===== src/verilog/pulp_params.svh =====
// widths, memory sizes and address map of the PULP memory-side data path
`ifndef PULP_PARAMS_SVH
`define PULP_PARAMS_SVH

// bus and transaction widths
`define PULP_ADDR_W      32
`define PULP_DATA_W      128
`define PULP_PERIPH_DW   64
`define PULP_ID_W        4

// L2 memory, 64 words of 128 bits
`define PULP_L2_WORDS    64
`define PULP_L2_BASE     32'h0000_0000

// peripheral register block
`define PULP_PERIPH_BASE 32'h1000_0000
`define PULP_PERIPH_REGS 8

// requests in flight inside the SoC bus
`define PULP_ROUTE_DEPTH 2

`endif


===== src/verilog/pulp_pkg.sv =====
// shared vector types and FSM encodings of the PULP data path
`include "pulp_params.svh"

package pulp_pkg;

  // bus side
  typedef logic [`PULP_ADDR_W-1:0]   addr_t;
  typedef logic [`PULP_DATA_W-1:0]   data_t;
  typedef logic [`PULP_DATA_W/8-1:0] strb_t;
  typedef logic [`PULP_ID_W-1:0]     id_t;

  // peripheral side after the width converter
  typedef logic [`PULP_PERIPH_DW-1:0]   periph_data_t;
  typedef logic [`PULP_PERIPH_DW/8-1:0] periph_strb_t;

  // target selected by the address decoder
  typedef enum logic [1:0] {
    ROUTE_L2,
    ROUTE_PERIPH,
    ROUTE_ERR
  } route_t;

  // width converter states
  typedef enum logic [1:0] {
    DWC_IDLE,
    DWC_LO,
    DWC_HI,
    DWC_RESP
  } dwc_state_t;

endpackage


===== src/verilog/soc_bus.sv =====
// SoC bus with address decode, route order FIFO, error responder and response mux
`timescale 1ns/100ps
`include "pulp_params.svh"

module soc_bus import pulp_pkg::*; (
  input  logic  clk_i,
  input  logic  reset_i,
  // host side
  input  logic  req_valid_i,
  output logic  req_ready_o,
  input  logic  req_we_i,
  input  addr_t req_addr_i,
  input  data_t req_wdata_i,
  input  strb_t req_strb_i,
  input  id_t   req_id_i,
  output logic  rsp_valid_o,
  input  logic  rsp_ready_i,
  output data_t rsp_rdata_o,
  output id_t   rsp_id_o,
  output logic  rsp_err_o,
  // L2 memory
  output logic  l2_req_valid_o,
  input  logic  l2_req_ready_i,
  output logic  l2_req_we_o,
  output addr_t l2_req_addr_o,
  output data_t l2_req_wdata_o,
  output strb_t l2_req_strb_o,
  output id_t   l2_req_id_o,
  input  logic  l2_rsp_valid_i,
  output logic  l2_rsp_ready_o,
  input  data_t l2_rsp_rdata_i,
  input  id_t   l2_rsp_id_i,
  // peripherals, through the width converter
  output logic  periph_req_valid_o,
  input  logic  periph_req_ready_i,
  output logic  periph_req_we_o,
  output addr_t periph_req_addr_o,
  output data_t periph_req_wdata_o,
  output strb_t periph_req_strb_o,
  output id_t   periph_req_id_o,
  input  logic  periph_rsp_valid_i,
  output logic  periph_rsp_ready_o,
  input  data_t periph_rsp_rdata_i,
  input  id_t   periph_rsp_id_i
);

  localparam int unsigned DEPTH = `PULP_ROUTE_DEPTH;
  localparam int unsigned PTR_W = (DEPTH > 1) ? $clog2(DEPTH) : 1;
  localparam int unsigned CNT_W = $clog2(DEPTH + 1);
  localparam addr_t L2_BYTES = addr_t'(`PULP_L2_WORDS * (`PULP_DATA_W / 8));
  localparam addr_t PERIPH_BYTES = addr_t'(`PULP_PERIPH_REGS * (`PULP_PERIPH_DW / 8));

  addr_t            l2_off;
  addr_t            periph_off;
  route_t           req_route;
  route_t           head;
  route_t           fifo_q [DEPTH];
  logic [PTR_W-1:0] wr_ptr_q;
  logic [PTR_W-1:0] rd_ptr_q;
  logic [CNT_W-1:0] count_q;
  logic             fifo_full;
  logic             fifo_empty;
  logic             push;
  logic             pop;
  logic             target_ready;
  logic             sel_valid;
  logic             err_valid_q;
  logic             err_ready;
  id_t              err_id_q;

  // address decode on offsets from each window base
  assign l2_off     = req_addr_i - addr_t'(`PULP_L2_BASE);
  assign periph_off = req_addr_i - addr_t'(`PULP_PERIPH_BASE);

  always_comb begin
    if (l2_off < L2_BYTES) begin
      req_route = ROUTE_L2;
    end else if (periph_off < PERIPH_BYTES) begin
      req_route = ROUTE_PERIPH;
    end else begin
      req_route = ROUTE_ERR;
    end
  end

  assign fifo_full  = (count_q == CNT_W'(DEPTH));
  assign fifo_empty = (count_q == '0);
  assign head       = fifo_q[rd_ptr_q];

  // request steering
  always_comb begin
    case (req_route)
      ROUTE_L2:     target_ready = l2_req_ready_i;
      ROUTE_PERIPH: target_ready = periph_req_ready_i;
      default:      target_ready = err_ready;
    endcase
  end

  assign req_ready_o        = !fifo_full && target_ready;
  assign push               = req_valid_i && req_ready_o;
  assign l2_req_valid_o     = req_valid_i && !fifo_full && (req_route == ROUTE_L2);
  assign periph_req_valid_o = req_valid_i && !fifo_full && (req_route == ROUTE_PERIPH);

  assign l2_req_we_o        = req_we_i;
  assign l2_req_addr_o      = req_addr_i;
  assign l2_req_wdata_o     = req_wdata_i;
  assign l2_req_strb_o      = req_strb_i;
  assign l2_req_id_o        = req_id_i;
  assign periph_req_we_o    = req_we_i;
  assign periph_req_addr_o  = req_addr_i;
  assign periph_req_wdata_o = req_wdata_i;
  assign periph_req_strb_o  = req_strb_i;
  assign periph_req_id_o    = req_id_i;

  // only the oldest target may answer the host
  always_comb begin
    sel_valid          = 1'b0;
    rsp_rdata_o        = '0;
    rsp_id_o           = err_id_q;
    rsp_err_o          = 1'b0;
    l2_rsp_ready_o     = 1'b0;
    periph_rsp_ready_o = 1'b0;
    case (head)
      ROUTE_L2: begin
        sel_valid      = l2_rsp_valid_i;
        rsp_rdata_o    = l2_rsp_rdata_i;
        rsp_id_o       = l2_rsp_id_i;
        l2_rsp_ready_o = rsp_ready_i && !fifo_empty;
      end
      ROUTE_PERIPH: begin
        sel_valid          = periph_rsp_valid_i;
        rsp_rdata_o        = periph_rsp_rdata_i;
        rsp_id_o           = periph_rsp_id_i;
        periph_rsp_ready_o = rsp_ready_i && !fifo_empty;
      end
      default: begin
        sel_valid = err_valid_q;
        rsp_err_o = 1'b1;
      end
    endcase
  end

  assign rsp_valid_o = sel_valid && !fifo_empty;
  assign pop         = rsp_valid_o && rsp_ready_i;

  // route order FIFO
  always_ff @(posedge clk_i) begin
    if (reset_i) begin
      wr_ptr_q <= '0;
      rd_ptr_q <= '0;
      count_q  <= '0;
    end else begin
      if (push) begin
        wr_ptr_q <= (wr_ptr_q == PTR_W'(DEPTH - 1)) ? '0 : wr_ptr_q + 1'b1;
      end
      if (pop) begin
        rd_ptr_q <= (rd_ptr_q == PTR_W'(DEPTH - 1)) ? '0 : rd_ptr_q + 1'b1;
      end
      case ({push, pop})
        2'b10:   count_q <= count_q + 1'b1;
        2'b01:   count_q <= count_q - 1'b1;
        default: count_q <= count_q;
      endcase
    end
  end

  always_ff @(posedge clk_i) begin
    if (push) begin
      fifo_q[wr_ptr_q] <= req_route;
    end
  end

  // error responder, one entry
  assign err_ready = !err_valid_q || (pop && head == ROUTE_ERR);

  always_ff @(posedge clk_i) begin
    if (reset_i) begin
      err_valid_q <= 1'b0;
    end else if (push && req_route == ROUTE_ERR) begin
      err_valid_q <= 1'b1;
    end else if (pop && head == ROUTE_ERR) begin
      err_valid_q <= 1'b0;
    end
  end

  always_ff @(posedge clk_i) begin
    if (push && req_route == ROUTE_ERR) begin
      err_id_q <= req_id_i;
    end
  end

endmodule


===== config.mk =====
export PLATFORM = sky130hd
export DESIGN_NAME = soc_bus
export DESIGN_NICKNAME = d
export VERILOG_FILES = /design/src/verilog/pulp_pkg.sv /design/src/verilog/soc_bus.sv
export VERILOG_INCLUDE_DIRS = /design/src /design/src/verilog
export SDC_FILE = /design/constraint.sdc
export NUM_CORES = 1
export LEC_CHECK = 0
export BUFFER_PORTS_ARGS = -buffer_cell sky130_fd_sc_hd__buf_2
export CAP_MARGIN = 20
export CORE_AREA = 10 10 363 365
export DETAILED_ROUTE_END_ITERATION = 10
export DIE_AREA = 0 0 373 375
export PLACE_DENSITY = 0.3
export SLEW_MARGIN = 20
export SYNTH_ARGS = -nofsm -noshare
export SYNTH_HDL_FRONTEND = slang
export SYNTH_SLANG_ARGS = --single-unit

===== constraint.sdc =====
create_clock -name clk_i -period 2.4 [get_ports clk_i]
set_input_delay 0 -clock clk_i [delete_from_list [all_inputs] [get_ports clk_i]]
set_output_delay 0 -clock clk_i [all_outputs]
set_load 0.01 [all_outputs]

==> impl_metrics.json <==
{
  "synthTopCellsByArea": "buf_4 56%, a22o_1 23%, edfxtp_1 5.0%, dfxtp_1 2.5%, buf_2 1.3%",
  "ys_ff_latch": 14,
  "drtIter0Drc": 260,
  "cp-start-kind": "flop",
  "drv_cap": 0,
  "synth_cells": 610,
  "timing.rr.end": "count_q[1]",
  "dr.pass1.iters": 6,
  "dp_cells": 2380,
  "dieArea_um2": 139900,
  "ys_types": 43,
  "power_leakage_nw": 3.063,
  "min_period_ns": 2.330,
  "syn_area_um2": 4847,
  "synth_top_area_share": 0.5607,
  "r2r_slack_ns": 0.13,
  "setup_violations": 0,
  "clockBufferDepth": 2,
  "yosysMostFrequentCell": "buf_4",
  "drive_above_1_share": 0.7087,
  "crit_start": "fifo_q[0][1]",
  "synth_top_area_cell": "buf_4",
  "hold_class": "in2out",
  "skew_ns": 0.001191,
  "async_reset_ff_frac": 0,
  "ant_nets": 0,
  "slew_viol_final": 0,
  "fillCellCount": 14832,
  "fin_setup_tns_ns": 0,
  "clock_latency_ns": 0.24,
  "reg2reg_from": "fifo_q[0][0]",
  "synth_warnings": 0,
  "nets": 1193,
  "wl_per_cell_um": 28.55,
  "die_h_um": 375,
  "post-dp-hpwl_um": 64500,
  "place_congestion": 0.7749,
  "seq_area_frac_synth": 0.07434,
  "path_max_fanout": 86,
  "power-per-cell-area_nw_per_um2": 221.4,
  "antenna_found_initial": 70,
  "synth_edf_count": 8,
  "period_share": 0.9710,
  "critical_path.endpoint": "rsp_rdata_o[116]",
  "slowest_stage": "edfxtp_1",
  "max_stage_delay_ns": 0.44,
  "cts.sinks": 14,
  "clock.fmax_mhz": 429.1,
  "stdcell_count": 2404,
  "peakVddDrop_mv": 0.1895,
  "syn_nets": 1064,
  "worstPathArrival_ns": 2.33,
  "seq_area_um2": 361.6,
  "relSlewSlack": 0.6510,
  "wl_um": 68640,
  "drc": 0,
  "fin_ws_ns": 0.06952,
  "overflow": 0,
  "io_buffers": 500,
  "final_util": 0.05561,
  "h-tree-depth": 1,
  "tightest_slew_ns": 0.5235,
  "grt_pass1_wl_um": 82070,
  "r2r_cells": 7,
  "syn_area_per_cell_um2": 7.946,
  "multi_input_area_um2": 1634,
  "critical_path_class": "reg2out",
  "start_util": 0.03885,
  "rows": 130,
  "via_per_inst": 2.146,
  "clockRootBuffer": "clkbuf_16",
  "finalPower_mw": 1.536,
  "grt_pass1_vias": 5516,
  "grt_max_degree": 87,
  "synth_flop_cell": "edfxtp_1",
  "timing.hold.ws_ns": 0.00001719,
  "status": "finished, final reports clean",
  "clkSlewWorstSetupHoldPaths_ns": 0.05,
  "cts_tree": "built",
  "hold_viol_final": 0,
  "core_um2": 124800,
  "io_pins": 954,
  "cp_data_required_time_ns": 2.40,
  "vias": 5160,
  "end_kind": "output pin",
  "fin_area_um2": 6938,
  "grtUsageTotal": 0.09250,
  "dp_slack_ns": -0.01682,
  "syn2layout_area_growth_pct": 43.13,
  "path_cells": "buf_4 -> o32ai_4 -> buf_12 -> a22o_1 -> buf_2",
  "synth_common_cells": "362 x buf_4, 128 x a22o_1, 14 x clkbuf_1",
  "cts_buffers": 3,
  "die_w_um": 373,
  "place_area_um2": 6774
}
## critical path, delay by kind of cell (launching register included)
family / cells / cell delay [ns]
flops: 1 / 0.44
compound gates: 2 / 0.74
buf+inv: 3 / 0.85
## worst min-delay path by stage
| stage | start | endpoint | depth (start not counted) |
|---|---|---|---|
| 3_5_place_dp | req_wdata_i[103] | l2_req_wdata_o[103] | 0 |
| 5_1_grt | req_wdata_i[97] | periph_req_wdata_o[97] | 0 |
| 3_3_place_gp | req_wdata_i[103] | l2_req_wdata_o[103] | 0 |
| 2_1_floorplan | req_addr_i[28] | l2_req_valid_o | 1 |
| 4_1_cts | req_wdata_i[103] | l2_req_wdata_o[103] | 0 |
| 6_report | req_wdata_i[103] | l2_req_wdata_o[103] | 0 |
## routing by layer
| metal | track usage | vias up | share of wire |
|---|---|---|---|
| met3 | 0.09219 | 139 | 0.21 |
| li1 | - | 2058 | - |
| met1 | 0.09265 | 2148 | 0.34 |
| met2 | 0.1416 | 741 | 0.43 |
| met5 | 0.002743 | - | 0.0070 |
| met4 | 0.006517 | 74 | 0.012 |
## where the power goes
group | internal (mW) | switching, mW | total, mW
logic | 0.395 | 0.517 | 0.912
clock network | 0.224 | 0.0901 | 0.314
registers | 0.284 | 0.0258 | 0.310
## final cells by class
class	count	share of cell area
antenna	16	0.005771
clock buffer	4	0.01136
inverter	10	0.005410
multi-input combinational	195	0.2355
sequential	14	0.05212
tap	1650	0.2976
timing repair buffer	515	0.3922
## layout by cell type (no fill, tap or decap), drive strengths merged, types with 2 or more instances in the layout
cell type    synthesis  layout
mux2                 3       3
o211a                2       2
nor2b                5       5
a22o               128     128
nand2                5       5
buf                377     513
clkbuf              14       4
nor3                 2       2
dfxtp                6       6
and2                 2       2
a222oi               4       4
nor2                 8       8
dlygate4sd3          0       2
a21oi                4       4
diode                0      16
or3                  2       2
inv                  9       9
o21ai                3       3
edfxtp               8       8
nand2b               3       3
nor4                 4       4
o32ai                2       2
## cell families after synthesis
logic type,count (synthesis),share of synthesized area
AO/OA/AOI/OAI,150,0.2690
adder cells (fa/ha/maj),1,0.002581
buffers and inverters,401,0.5942
multiplexers,3,0.006969
XOR/XNOR,2,0.003614
AND/OR/NAND/NOR,39,0.04931
flip-flops,14,0.07434
## timing repair
action	in CTS	in global routing
setup endpoints to repair	0	1
hold buffers	1	1
gates resized for setup	0	3
setup buffers	0	2
hold endpoints to repair	1	1
## flip-flops by register name (all words and copies together), names as in the netlist, named ones only
signal,count
rd_ptr_q,1
count_q,2
wr_ptr_q,1
err_valid_q,1
err_id_q,4
fifo_q,4
No activity file was read; power rests on OpenSTA's default activity.
