<file path="config.mk">
export PLATFORM = sky130hd
export DESIGN_NAME = periph_dwc
export DESIGN_NICKNAME = d
export VERILOG_FILES = /design/src/verilog/pulp_pkg.sv /design/src/verilog/periph_dwc.sv
export VERILOG_INCLUDE_DIRS = /design/src /design/src/verilog
export SDC_FILE = /design/constraint.sdc
export NUM_CORES = 1
export LEC_CHECK = 0
export ABC_CLOCK_PERIOD_IN_PS = 7000
export BUFFER_PORTS_ARGS = -buffer_cell sky130_fd_sc_hd__buf_2
export CORE_AREA = 2 2 190 192
export CTS_CLUSTER_SIZE = 14
export DETAILED_ROUTE_END_ITERATION = 12
export DIE_AREA = 0 0 192 194
export HOLD_SLACK_MARGIN = 0.08
export SETUP_SLACK_MARGIN = 0.2
export SYNTH_ARGS = -nofsm -noshare
export SYNTH_HDL_FRONTEND = slang
export SYNTH_SLANG_ARGS = --single-unit
export TNS_END_PERCENT = 20
</file>
<file path="constraint.sdc">
create_clock -name clk_i -period 7 [get_ports clk_i]
set_input_delay 0.35 -clock clk_i [delete_from_list [all_inputs] [get_ports clk_i]]
set_output_delay 0.35 -clock clk_i [all_outputs]
set_load 0.01 [all_outputs]
</file>
<file path="src/verilog/pulp_params.svh">
// widths, memory sizes and address map of the PULP memory-side data path
`ifndef PULP_PARAMS_SVH
`define PULP_PARAMS_SVH

// bus and transaction widths
`define PULP_ADDR_W      32
`define PULP_DATA_W      128
`define PULP_PERIPH_DW   64
`define PULP_ID_W        4

// L2 memory, 64 words of 128 bits
`define PULP_L2_WORDS    64
`define PULP_L2_BASE     32'h0000_0000

// peripheral register block
`define PULP_PERIPH_BASE 32'h1000_0000
`define PULP_PERIPH_REGS 8

// requests in flight inside the SoC bus
`define PULP_ROUTE_DEPTH 2

`endif

</file>
<file path="src/verilog/pulp_pkg.sv">
// shared vector types and FSM encodings of the PULP data path
`include "pulp_params.svh"

package pulp_pkg;

  // bus side
  typedef logic [`PULP_ADDR_W-1:0]   addr_t;
  typedef logic [`PULP_DATA_W-1:0]   data_t;
  typedef logic [`PULP_DATA_W/8-1:0] strb_t;
  typedef logic [`PULP_ID_W-1:0]     id_t;

  // peripheral side after the width converter
  typedef logic [`PULP_PERIPH_DW-1:0]   periph_data_t;
  typedef logic [`PULP_PERIPH_DW/8-1:0] periph_strb_t;

  // target selected by the address decoder
  typedef enum logic [1:0] {
    ROUTE_L2,
    ROUTE_PERIPH,
    ROUTE_ERR
  } route_t;

  // width converter states
  typedef enum logic [1:0] {
    DWC_IDLE,
    DWC_LO,
    DWC_HI,
    DWC_RESP
  } dwc_state_t;

endpackage

</file>
<file path="src/verilog/periph_dwc.sv">
// data width converter from the 128-bit bus to the 64-bit peripheral port
`timescale 1ns/100ps
`include "pulp_params.svh"

module periph_dwc import pulp_pkg::*; (
  input  logic         clk_i,
  input  logic         reset_i,
  // 128-bit slave side
  input  logic         req_valid_i,
  output logic         req_ready_o,
  input  logic         req_we_i,
  input  addr_t        req_addr_i,
  input  data_t        req_wdata_i,
  input  strb_t        req_strb_i,
  input  id_t          req_id_i,
  output logic         rsp_valid_o,
  input  logic         rsp_ready_i,
  output data_t        rsp_rdata_o,
  output id_t          rsp_id_o,
  // 64-bit master side
  output logic         p_req_valid_o,
  input  logic         p_req_ready_i,
  output logic         p_req_we_o,
  output addr_t        p_req_addr_o,
  output periph_data_t p_req_wdata_o,
  output periph_strb_t p_req_strb_o,
  input  logic         p_rsp_valid_i,
  output logic         p_rsp_ready_o,
  input  periph_data_t p_rsp_rdata_i
);

  localparam int unsigned PDW = `PULP_PERIPH_DW;

  dwc_state_t state_q;
  logic       beat_sent_q;
  logic       in_beat;
  logic       hi_beat;
  logic       p_rsp_fire;
  logic       we_q;
  addr_t      addr_q;
  data_t      wdata_q;
  strb_t      strb_q;
  id_t        id_q;
  data_t      rdata_q;

  assign in_beat    = (state_q == DWC_LO) || (state_q == DWC_HI);
  assign hi_beat    = (state_q == DWC_HI);
  assign p_rsp_fire = p_rsp_valid_i && p_rsp_ready_o;

  assign req_ready_o   = (state_q == DWC_IDLE);
  // each beat is one request, then wait for its response
  assign p_req_valid_o = in_beat && !beat_sent_q;
  assign p_rsp_ready_o = in_beat && beat_sent_q;
  assign p_req_we_o    = we_q;
  assign p_req_addr_o  = {addr_q[`PULP_ADDR_W-1:4], hi_beat, 3'b000};
  assign p_req_wdata_o = hi_beat ? wdata_q[PDW +: PDW] : wdata_q[0 +: PDW];
  assign p_req_strb_o  = hi_beat ? strb_q[PDW/8 +: PDW/8] : strb_q[0 +: PDW/8];

  assign rsp_valid_o = (state_q == DWC_RESP);
  assign rsp_rdata_o = rdata_q;
  assign rsp_id_o    = id_q;

  always_ff @(posedge clk_i) begin
    if (reset_i) begin
      state_q     <= DWC_IDLE;
      beat_sent_q <= 1'b0;
    end else begin
      case (state_q)
        DWC_IDLE: begin
          if (req_valid_i) begin
            state_q <= DWC_LO;
          end
        end
        DWC_LO, DWC_HI: begin
          if (p_req_valid_o && p_req_ready_i) begin
            beat_sent_q <= 1'b1;
          end
          if (p_rsp_fire) begin
            beat_sent_q <= 1'b0;
            state_q     <= hi_beat ? DWC_RESP : DWC_HI;
          end
        end
        DWC_RESP: begin
          if (rsp_ready_i) begin
            state_q <= DWC_IDLE;
          end
        end
        default: state_q <= DWC_IDLE;
      endcase
    end
  end

  // request latch and read data assembly
  always_ff @(posedge clk_i) begin
    if (req_valid_i && req_ready_o) begin
      we_q    <= req_we_i;
      addr_q  <= req_addr_i;
      wdata_q <= req_wdata_i;
      strb_q  <= req_strb_i;
      id_q    <= req_id_i;
    end
    if (p_rsp_fire) begin
      if (hi_beat) begin
        rdata_q[PDW +: PDW] <= p_rsp_rdata_i;
      end else begin
        rdata_q[0 +: PDW] <= p_rsp_rdata_i;
      end
    end
  end

endmodule

</file>
==> summary.md, run 1 <==
| Metric | Value |
|---|---|
| Status | completed |
| Top-Level Pins | 492 |
| Final setup vio count | 0 |
| Compound-Gate Fraction of Synth Area | 0.00437 |
| CTS sink count | 308 |
| Final worst clock skew | 0.0147 ns |
| Synth cell types | 23 |
| Rows | 69 |
| Reg2Reg Launch Point | state_q[0]$_SDFFE_PP0P_ |
| # DRC | 0 |
| Core area | 35200 um^2 |
| Most frequent cells in the layout | 484 x buf_2, 305 x edfxtp_1, 242 x dlygate4sd3_1 |
| Worst hold start | p_req_ready_i |
| Type of the worst setup path | reg2out |
| Share of cells above drive strength 1 | 0.514 |
| Area growth from synthesis to layout | 62.8% |
| Period utilization | 0.447 |
| Slew @ Worst Pin | 0.990 ns |
| Most common cell after layout, fill and taps aside | buf_2 |
| Seq/Total Area, Yosys | 0.894 |
| Critical Path Source | state_q[0]$_SDFFE_PP0P_ |
| Dpl hpwl | 19000 um |
| GR Overflow Total | 0 |
| Slew Viols, Final | 0 |
| Final Hold Viols | 0 |
| Mean routed wirelength per cell | 17.7 um |
| Clock-pin slew of the registers on the worst-case setup and hold paths | 0.06 ns |
| Die area | 37200 um^2 |
| DR pass1 iterations | 4 |
| Worst Setup Start Kind | register |
| Critical Path Sink Type | primary output |
| HP Class | in2reg |
| H-tree levels | 2 |
| Max Cap Viol | 0 |
| Initial antenna violation count | 1 |
| WP data required | 6.65 ns |
| Maximum clock insertion buffer count | 3 |
| CTS tree | built |
| Filler cell count | 2925 |
| Crit path DAT | 2.78 ns |
| Normalized max-slew margin | 0.340 |
| Cts bufs inserted | 34 |
| Clock Tree Root | clkbuf_16 |
| Synth Area in Adders | 0.00364 |
| RSZ-0062 raised after global routing | false |
| Post-synthesis cell count | 416 |
| Mux cell area share after synthesis | 0.0801 |
| Final min period | 3.13 ns |
| VDD IR max | 0.000210 V |
| Placer congestion estimate | 0.797 |
| DIE WIDTH | 192 um |
| Global-route wire length before repair | 42400 um |
| Simple-Gate Fraction of Synth Area | 0.00582 |
| Fmax | 319 MHz |
| Initial Util | 0.293 |
| Nets@finish | 1426 |
| Worst-path maximum fanout | 43 |
| Post-Syn Area | 10300 um^2 |
| Die height | 194 um |
| Warnings from Yosys | 0 |
| Setup tns final | 0 ns |
| Iter 0 DRT Violations | 180 |
| Vias per inst | 4.14 |
| Total global-route track usage | 0.152 |
| Final WL | 29400 um |
| Port Buf Inserts | 484 |
| #FFs+latches synth | 308 |
| Post-synthesis xor/xnor area fraction | 0 |
| Largest family of logic cells by synthesized area | multiplexers |
| Avg Cell Area, Syn | 24.8 um^2 |
| Antenna viol nets, final | 0 |
| Setup repair bufs after CTS | 0 |
| Pwr Total | 4.77 mW |
| Clock Latency Late Sink | 0.52 ns |
| Leak pwr | 6.69 nW |
| Vias in the first global route | 7628 |
| Utilization after layout | 0.477 |
| Largest net degree at the start of global routing | 108 |
| Via count | 6865 |
| Cell Pwr Density | 284 nW/um^2 |
==> repair_timing <==
item / CTS / global route
endpoints found under the hold margin: 307 / 0
hold buffers: 242 / 0
resized for setup: 0 / 0
==> power by group <==
group | switching [mW] | leakage, nW | internal (mW)
logic | 0.357 | 3.29 | 0.306
registers | 0.0496 | 2.87 | 2.30
clock network | 0.697 | 0.531 | 1.06
==> state kept, by name (all words and copies together) (netlist names) <==
signal       flops
wdata_q        128
p_req_we_o       1
rsp_id_o         4
state_q          2
addr_q          28
strb_q          16
beat_sent_q      1
rsp_rdata_o    128
==> Yosys cell counts, drive strengths merged <==
cell / n / area, um^2
edfxtp: 305 / 9160
mux2: 73 / 826
buf: 12 / 110
and2: 3 / 18.8
dfxtp: 3 / 60.1
ha: 3 / 37.5
inv: 3 / 11.3
a211oi: 2 / 15.0
nor2: 2 / 7.51
a21oi: 1 / 5.00
a311oi: 1 / 8.76
a31oi: 1 / 6.26
and3: 1 / 6.26
conb: 1 / 3.75
nand2b: 1 / 6.26
nor2b: 1 / 6.26
nor3b: 1 / 7.51
o211a: 1 / 10.0
or2b: 1 / 7.51
==> layer usage <==
layer,track usage,wire length (um),up-vias
met2,0.284,15300,366
met1,0.143,9970,3269
li1,-,-,3174
met3,0.0595,3060,56
met5,0,0,-
met4,0.0701,1050,0
==> final timing paths <==
path	endpoint	slack (ns)	depth (start not counted)
max	p_req_strb_o[5]	3.87	5
min	beat_sent_q$_SDFFE_PP0P_	0.16	3
max reg2reg	wdata_q[94]$_DFFE_PP_	4.44	4
min reg2reg	beat_sent_q$_SDFFE_PP0P_	0.56	2
==> stage by stage <==
step	cell area [um^2]	hold slack [ns]	worst slack [ns]	instances
2_1_floorplan	10300	0.422	0.824	418
5_1_grt	16800	0.158	3.70	1657
3_5_place_dp	13300	0.528	4.40	1355
4_1_cts	16800	0.112	3.77	1656
6_report	16800	0.163	3.87	1657
3_3_place_gp	13300	0.525	4.40	1355
==> layout make-up <==
cell class / instances / area (um^2) / share of cell area
multi-input combinational: 95 / 1000 / 0.0596
sequential: 308 / 9220 / 0.549
clock buffer: 41 / 898 / 0.0535
antenna: 1 / 2.50 / 0.000149
clock inverter: 18 / 193 / 0.0115
inverter: 3 / 11.3 / 0.000671
timing repair buffer: 730 / 4890 / 0.291
tap: 461 / 577 / 0.0344
==> cells by family (layout without fill, tap and decap cells) <==
kind of cell / Yosys count / in the layout
multiplexers: 73 / 73
flip-flops: 308 / 308
AO/OA/AOI/OAI: 6 / 6
buffers and inverters: 15 / 792
AND/OR/NAND/NOR: 10 / 10
other: 1 / 4
adder cells (fa/ha/maj): 3 / 3
==> worst max-delay path, cell delays in order (launching register included) <==
cell	delay (ns)
dfxtp_1	0.31
inv_1	0.15
ha_4	0.52
buf_4	0.59
mux2_2	0.45
buf_2	0.15
Note: power is estimated with default switching activity, not from simulation.
==> run 2: changes to the inputs <==
- ABC_CLOCK_PERIOD_IN_PS: 7000 -> 2800
- CORE_AREA: 2 2 190 192 -> 2 2 191 193
- DIE_AREA: 0 0 192 194 -> 0 0 193 195
- clock period: 7 -> 2.8 ns (I/O delays scaled with it)
==> run 2 against run 1 <==
Net effect: combinational power grew to 2.6 times the previous value; non-clock buffer count is 7 higher; worst hold slack better by 0.041 ns; register-to-register slack worse by 3.7 ns; die area is 1.0% higher; clock-buffer cell count is 1 lower; sequential share of layout area is 0.48 points lower; clock skew is 0.0084 ns higher; routed wire length is 4.7% higher; clock power grew to 2.5 times the previous value; via count is 2.2% higher; first-iteration DRC count is 24% higher; largest power group unchanged.
==> summary.md, run 2 (synthesis results as in run 1) <==
| Metric | Value |
|---|---|
| VDD IR max | 0.000595 V (was 0.000210 V) |
| Most common cell after layout, fill and taps aside | buf_2 (unchanged) |
| Core area | 35400 um^2 (was 35200 um^2) |
| Vias in the first global route | 7810 (was 7628) |
| CTS tree | built (unchanged) |
| DIE WIDTH | 193 um (was 192 um) |
| Sequential Area | 9220 um^2 (about the same) |
| Leak pwr | 6.76 nW (was 6.69 nW) |
| HP Class | in2reg (unchanged) |
| Most frequent cells in the layout | 484 x buf_2, 305 x edfxtp_1, 245 x dlygate4sd3_1 (was 484 x buf_2, 305 x edfxtp_1, 242 x dlygate4sd3_1) |
| Clock-pin slew of the registers on the worst-case setup and hold paths | 0.06 ns (about the same) |
| Internal power | 9.21 mW (was 3.67 mW) |
| Cell family with most CP delay | buffers and inverters (unchanged) |
| Die area | 37600 um^2 (was 37200 um^2) |
| Fmax | 411 MHz |
| H-tree levels | 2 (unchanged) |
| Share of cells above drive strength 1 | 0.517 (was 0.514) |
| GR Overflow Total | 0 (unchanged) |
| Top-Level Pins | 492 (unchanged) |
| Critical Path Sink Type | primary output (unchanged) |
| Clock Tree Root | clkbuf_16 (unchanged) |
| Finished Cell Area | 16900 um^2 (was 16800 um^2) |
| Psw | 2.81 mW (was 1.10 mW) |
| Area after DPL | 13400 um^2 (was 13300 um^2) |
| Final Hold Viols | 0 (unchanged) |
| Area growth from synthesis to layout | 64.3% (was 62.8%) |
| Logic pwr share | 0.144 (was 0.139) |
| Slowest-stage cell, CP | ha_4 (was buf_4) |
| Non-filler cells, final | 1666 (was 1657) |
| Iter 0 DRT Violations | 223 (was 180) |
| Initial antenna violation count | 4 (was 1) |
| # DRC | 0 (unchanged) |
| Final setup vio count | 0 (unchanged) |
| Total global-route track usage | 0.156 (was 0.152) |
| Period utilization | 0.869 |
| DR pass1 iterations | 4 (unchanged) |
| Worst Setup Start Kind | register (unchanged) |
| CTS sink count | 308 (unchanged) |
| Status | completed (unchanged) |
| Filler cell count | 3001 (was 2925) |
| Clk pwr share | 0.367 (was 0.369) |
| Seq pwr share | 0.488 (was 0.492) |
| Final WL | 30800 um (was 29400 um) |
| Crit path DAT | 2.29 ns (was 2.78 ns) |
| Switching share of power | 0.233 (was 0.231) |
| Max Cap Viol | 0 (unchanged) |
| Slew Viols, Final | 0 (unchanged) |
| Mean routed wirelength per cell | 18.5 um (was 17.7 um) |
| Port Buf Inserts | 484 (unchanged) |
| Type of the worst setup path | reg2out (unchanged) |
| Final min period | 2.43 ns |
| Dpl hpwl | 20100 um (was 19000 um) |
| Cts bufs inserted | 34 (unchanged) |
| Rows | 69 (unchanged) |
| Antenna viol nets, final | 0 (unchanged) |
| Via count | 7019 (was 6865) |
| Vias per inst | 4.21 (was 4.14) |
| Final worst clock skew | 0.0231 ns (was 0.0147 ns) |
| Cell Pwr Density | 710 nW/um^2 (was 284 nW/um^2) |
| Normalized max-slew margin | 0.641 (was 0.340) |
| Clock Latency Late Sink | 0.51 ns (was 0.52 ns) |
| Largest stage delay on the critical path | 0.47 ns (was 0.59 ns) |
| Nets@finish | 1433 (was 1426) |
| Utilization after layout | 0.479 (was 0.477) |
| Largest net degree at the start of global routing | 92 (was 108) |
| Initial Util | 0.291 (was 0.293) |
| Crit path cell chain | inv_2, ha_4, buf_12, mux2_2, buf_2 (was inv_1, ha_4, buf_4, mux2_2, buf_2) |
| Placer congestion estimate | 0.781 (was 0.797) |
| Worst-path maximum fanout | 37 (was 43) |
| Total placed cells including tap cells | 1358 (was 1355) |
| Die height | 195 um (was 194 um) |
| Global-route wire length before repair | 43600 um (was 42400 um) |
| RSZ-0062 raised after global routing | false (unchanged) |
| Maximum clock insertion buffer count | 3 (unchanged) |
| Worst Path Buf+Inv | 3 (unchanged) |
| Slew @ Worst Pin | 0.538 ns (was 0.990 ns) |
| WP data required | 2.66 ns (was 6.65 ns) |
| Multi-input logic area | 1020 um^2 (was 1000 um^2) |
## run 2: path summary, 6_finish.rpt
check	startpoint	end	slack [ns]	cells after the start
worst max register to register	state_q[0]$_SDFFE_PP0P_	rsp_rdata_o[69]$_DFFE_PP_	0.71	5
worst max-delay path	state_q[0]$_SDFFE_PP0P_	p_req_wdata_o[61]	0.37	5
worst min-delay path	rsp_ready_i	state_q[0]$_SDFFE_PP0P_	0.20	4
worst min register to register	state_q[0]$_SDFFE_PP0P_	state_q[0]$_SDFFE_PP0P_	0.68	3
## run 2: repair_timing
| action | CTS | global route |
|---|---|---|
| hold endpoints to repair | 308 | 0 |
| resized for setup | 0 | 0 |
| endpoints found under the setup margin | 37 | 0 |
| hold buffers | 245 | 0 |
| buffers inserted | 1 | 0 |
## run 2: final cells by class
cell class / count / share of cell area
diodes: 3 / 0.000443
clock inverters: 19 / 0.0117
flip-flops and latches: 308 / 0.544
inverters: 3 / 0.000665
repair buffers: 737 / 0.296
well taps: 461 / 0.0341
multi-input cells: 95 / 0.0602
clock buffers: 40 / 0.0528
## run 2: power groups by stage
stage | Combinational (mW) | Sequential [mW] | Clock (mW)
after CTS | 1.75 | 5.87 | 4.54
after global placement | 1.43 | 5.94 | 0
final | 1.73 | 5.87 | 4.41
after floorplan | 0.680 | 6.00 | 0
after detailed placement | 1.46 | 5.96 | 0
after global routing | 1.88 | 5.92 | 4.73
## run 2: worst reg2reg max path, cell delays in order, from the launching register on
cell and delay, ns:
dfxtp_2 0.32, inv_2 0.11, ha_4 0.47, buf_12 0.26, and3_2 0.23, buf_12 0.33
## run 2: routing by layer
layer,vias to the layer above,track usage,share of wire
li1,3189,-,-
met2,383,0.282,0.51
met5,-,0,0.00029
met3,83,0.0607,0.10
met4,2,0.0752,0.047
met1,3362,0.153,0.34
## run 2: metrics by stage
stage	total power [mW]	TNS (ns)	setup WS (ns)	hold WS, ns
2_1_floorplan	6.68	-9.14	-0.119	0.212
5_1_grt	12.5	0	0.255	0.201
6_report	12.0	0	0.368	0.203
3_3_place_gp	7.37	0	0.672	0.317
3_5_place_dp	7.42	0	0.664	0.318
4_1_cts	12.2	0	0.265	0.163
==> run 3: changes to the inputs <==
==> constraint.sdc (replaced) <==
create_clock -name clk_i -period 2.8 [get_ports clk_i]
set_input_delay 0.14 -clock clk_i [delete_from_list [all_inputs] [get_ports clk_i]]
set_output_delay 0.14 -clock clk_i [all_outputs]
set_load 0.005 [all_outputs]
==> run 3 against run 2 <==
Net effect: maximum frequency increased by 0.57%; clock-buffer cell count decreased by 1; combinational power decreased by 3%; clock power decreased by 7.9%; cell count about the same; worst setup slack improved by 0.014 ns; critical endpoint unchanged; largest cell class unchanged.
==> summary.md, run 3 (synthesis results as in run 1) <==
| Metric | Value |
|---|---|
| Critical Path Sink Type | primary output (unchanged) |
| Largest net degree at the start of global routing | 65 (was 92) |
| Fmax | 413 MHz (was 411 MHz) |
| Pre-CTS setup slack | 0.828 ns (was 0.664 ns) |
| Vias per inst | 4.17 (was 4.21) |
| Top-Level Pins | 492 (unchanged) |
| Die area | 37600 um^2 (unchanged) |
| Setup slack after layout | 0.382 ns (was 0.368 ns) |
| GR Overflow Total | 0 (unchanged) |
| WP data required | 2.66 ns (about the same) |
| Clock Latency Late Sink | 0.55 ns (was 0.51 ns) |
| Pwr Total | 11.6 mW (was 12.0 mW) |
| CTS sink count | 308 (unchanged) |
| Mean routed wirelength per cell | 18.4 um (was 18.5 um) |
| # DRC | 0 (unchanged) |
| Placer congestion estimate | 0.781 (about the same) |
| Top Metal Used | met4 (was met5) |
| Worst-path maximum fanout | 56 (was 37) |
| Port Buf Inserts | 484 (unchanged) |
| Reg-to-Reg End | rsp_rdata_o[65]$_DFFE_PP_ (was rsp_rdata_o[69]$_DFFE_PP_) |
| Global-route wire length before repair | 43400 um (was 43600 um) |
| Largest stage delay on the critical path | 0.43 ns (was 0.47 ns) |
| Worst hold slack | 0.163 ns (was 0.203 ns) |
| VDD IR max | 0.000676 V (was 0.000595 V) |
| Period utilization | 0.864 (was 0.869) |
| Nets@finish | 1435 (was 1433) |
| Via count | 6952 (was 7019) |
| Final worst clock skew | 0.0150 ns (was 0.0231 ns) |
| Antenna viol nets, final | 0 (unchanged) |
| DIE WIDTH | 193 um (unchanged) |
| Maximum clock insertion buffer count | 3 (unchanged) |
| Final min period | 2.42 ns (was 2.43 ns) |
| Slew @ Worst Pin | 0.684 ns (was 0.538 ns) |
| Worst Path Buf+Inv | 2 (was 3) |
| DRT met1 WL | 10700 um (was 10500 um) |
| Area growth from synthesis to layout | 63.6% (was 64.3%) |
| Type of the worst setup path | reg2out (unchanged) |
| Met2 wire length | 15900 um (was 15600 um) |
| Die height | 195 um (unchanged) |
| Status | completed (unchanged) |
| Leak pwr | 6.73 nW (was 6.76 nW) |
| Crit path cell chain | ha_4, buf_12, mux2_2, buf_2 (was inv_2, ha_4, buf_12, mux2_2, buf_2) |
| Finished Cell Area | 16900 um^2 (about the same) |
| Crit path DAT | 2.28 ns (was 2.29 ns) |
| Dpl hpwl | 20200 um (was 20100 um) |
| Stages on worst setup path | 4 (was 5) |
| CTS tree | built (unchanged) |
| Most common cell after layout, fill and taps aside | buf_2 (unchanged) |
| Cell family with most CP delay | buffers and inverters (unchanged) |
| Cts bufs inserted | 31 (was 34) |
| RSZ-0062 raised after global routing | false (unchanged) |
| Worst hold start | req_valid_i (was rsp_ready_i) |
| Reg2Reg Depth | 4 (was 5) |
| Filler cell count | 2969 (was 3001) |
| Normalized max-slew margin | 0.544 (was 0.641) |
| Final setup vio count | 0 (unchanged) |
| Reg2Reg Launch Point | state_q[1]$_SDFFE_PP0P_ (was state_q[0]$_SDFFE_PP0P_) |
| Clock Tree Root | clkbuf_16 (unchanged) |
| H-tree levels | 1 (was 2) |
| Vias in the first global route | 7678 (was 7810) |
| Hold worst-path end | state_q[0]$_SDFFE_PP0P_ (unchanged) |
| Clock-pin slew of the registers on the worst-case setup and hold paths | 0.06 ns (about the same) |
| Core area | 35400 um^2 (unchanged) |
| Slowest-stage cell, CP | dfxtp_1 (was ha_4) |
| Initial antenna violation count | 1 (was 4) |
| Max Cap Viol | 0 (unchanged) |
| Final Hold Viols | 0 (unchanged) |
| Area after DPL | 13400 um^2 (about the same) |
| Rows | 69 (unchanged) |
| Total global-route track usage | 0.153 (was 0.156) |
| Initial Util | 0.291 (unchanged) |
| Share of cells above drive strength 1 | 0.512 (was 0.517) |
| DR pass1 iterations | 6 (was 4) |
| HP Class | in2reg (unchanged) |
| Iter 0 DRT Violations | 176 (was 223) |
| Worst Setup Start Kind | register (unchanged) |
| Final WL | 30700 um (was 30800 um) |
| Most frequent cells in the layout | 484 x buf_2, 305 x edfxtp_1, 245 x dlygate4sd3_1 (unchanged) |
| Slew Viols, Final | 0 (unchanged) |
| R2r setup slk | 0.83 ns (was 0.71 ns) |
| Cell Pwr Density | 687 nW/um^2 (was 710 nW/um^2) |
| Metal3 WL | 2990 um (was 3220 um) |
| WHS Path Cells | 4 (unchanged) |
==> run 3: worst max path at each step <==
stage | end | slack, ns | startpoint
after CTS | p_req_wdata_o[61] | 0.22 | state_q[1]$_SDFFE_PP0P_
after global placement | p_req_wdata_o[61] | 0.83 | state_q[0]$_SDFFE_PP0P_
final | p_req_wdata_o[61] | 0.38 | state_q[1]$_SDFFE_PP0P_
after detailed placement | p_req_wdata_o[61] | 0.83 | state_q[0]$_SDFFE_PP0P_
after floorplan | rsp_rdata_o[0]$_DFFE_PP_ | -0.12 | state_q[0]$_SDFFE_PP0P_
after global routing | p_req_wdata_o[43] | 0.24 | state_q[1]$_SDFFE_PP0P_
==> run 3: power breakdown <==
group          leakage, nW  switching [mW]  internal (mW)
combinational         3.37           0.819          0.857
sequential            2.87           0.124           5.73
clock                0.479            1.68           2.39
total                 6.73            2.62           8.98
==> run 3: layout make-up <==
type | instances | area, um^2 | share of cell area
Clock buffer | 39 | 806 | 0.0478
Timing Repair Buffer | 742 | 5050 | 0.300
Sequential cell | 308 | 9220 | 0.547
Antenna cell | 1 | 2.50 | 0.000148
Tap cell | 461 | 577 | 0.0342
Inverter | 3 | 11.3 | 0.000668
Clock inverter | 18 | 178 | 0.0105
Multi-Input combinational cell | 95 | 1020 | 0.0605
==> run 3: per-stage QoR <==
stage / utilization / TNS, ns / cells
final: 0.477 / 0 / 1667
after global placement: 0.379 / 0 / 1363
after CTS: 0.476 / 0 / 1665
after detailed placement: 0.379 / 0 / 1363
after global routing: 0.477 / 0 / 1667
after floorplan: - / -9.14 / 418
==> run 3: what timing repair did <==
action	4_1_cts	5_1_grt
gates resized for setup	0	0
setup buffers	0	1
endpoints found under the hold margin	308	0
hold buffers	245	0
endpoints found under the setup margin	0	28
==> run 3: worst register-to-register path, cell delays in order (launching register included) <==
cell and delay [ns]:
dfxtp_1 0.43, ha_4 0.35, buf_8 0.21, and3_2 0.20, buf_4 0.40
==> run 3: layer usage <==
| metal | GRT usage | vias to the layer above |
|---|---|---|
| met5 | 0 | - |
| met2 | 0.282 | 352 |
| met3 | 0.0541 | 58 |
| li1 | - | 3192 |
| met4 | 0.0612 | 0 |
| met1 | 0.155 | 3350 |
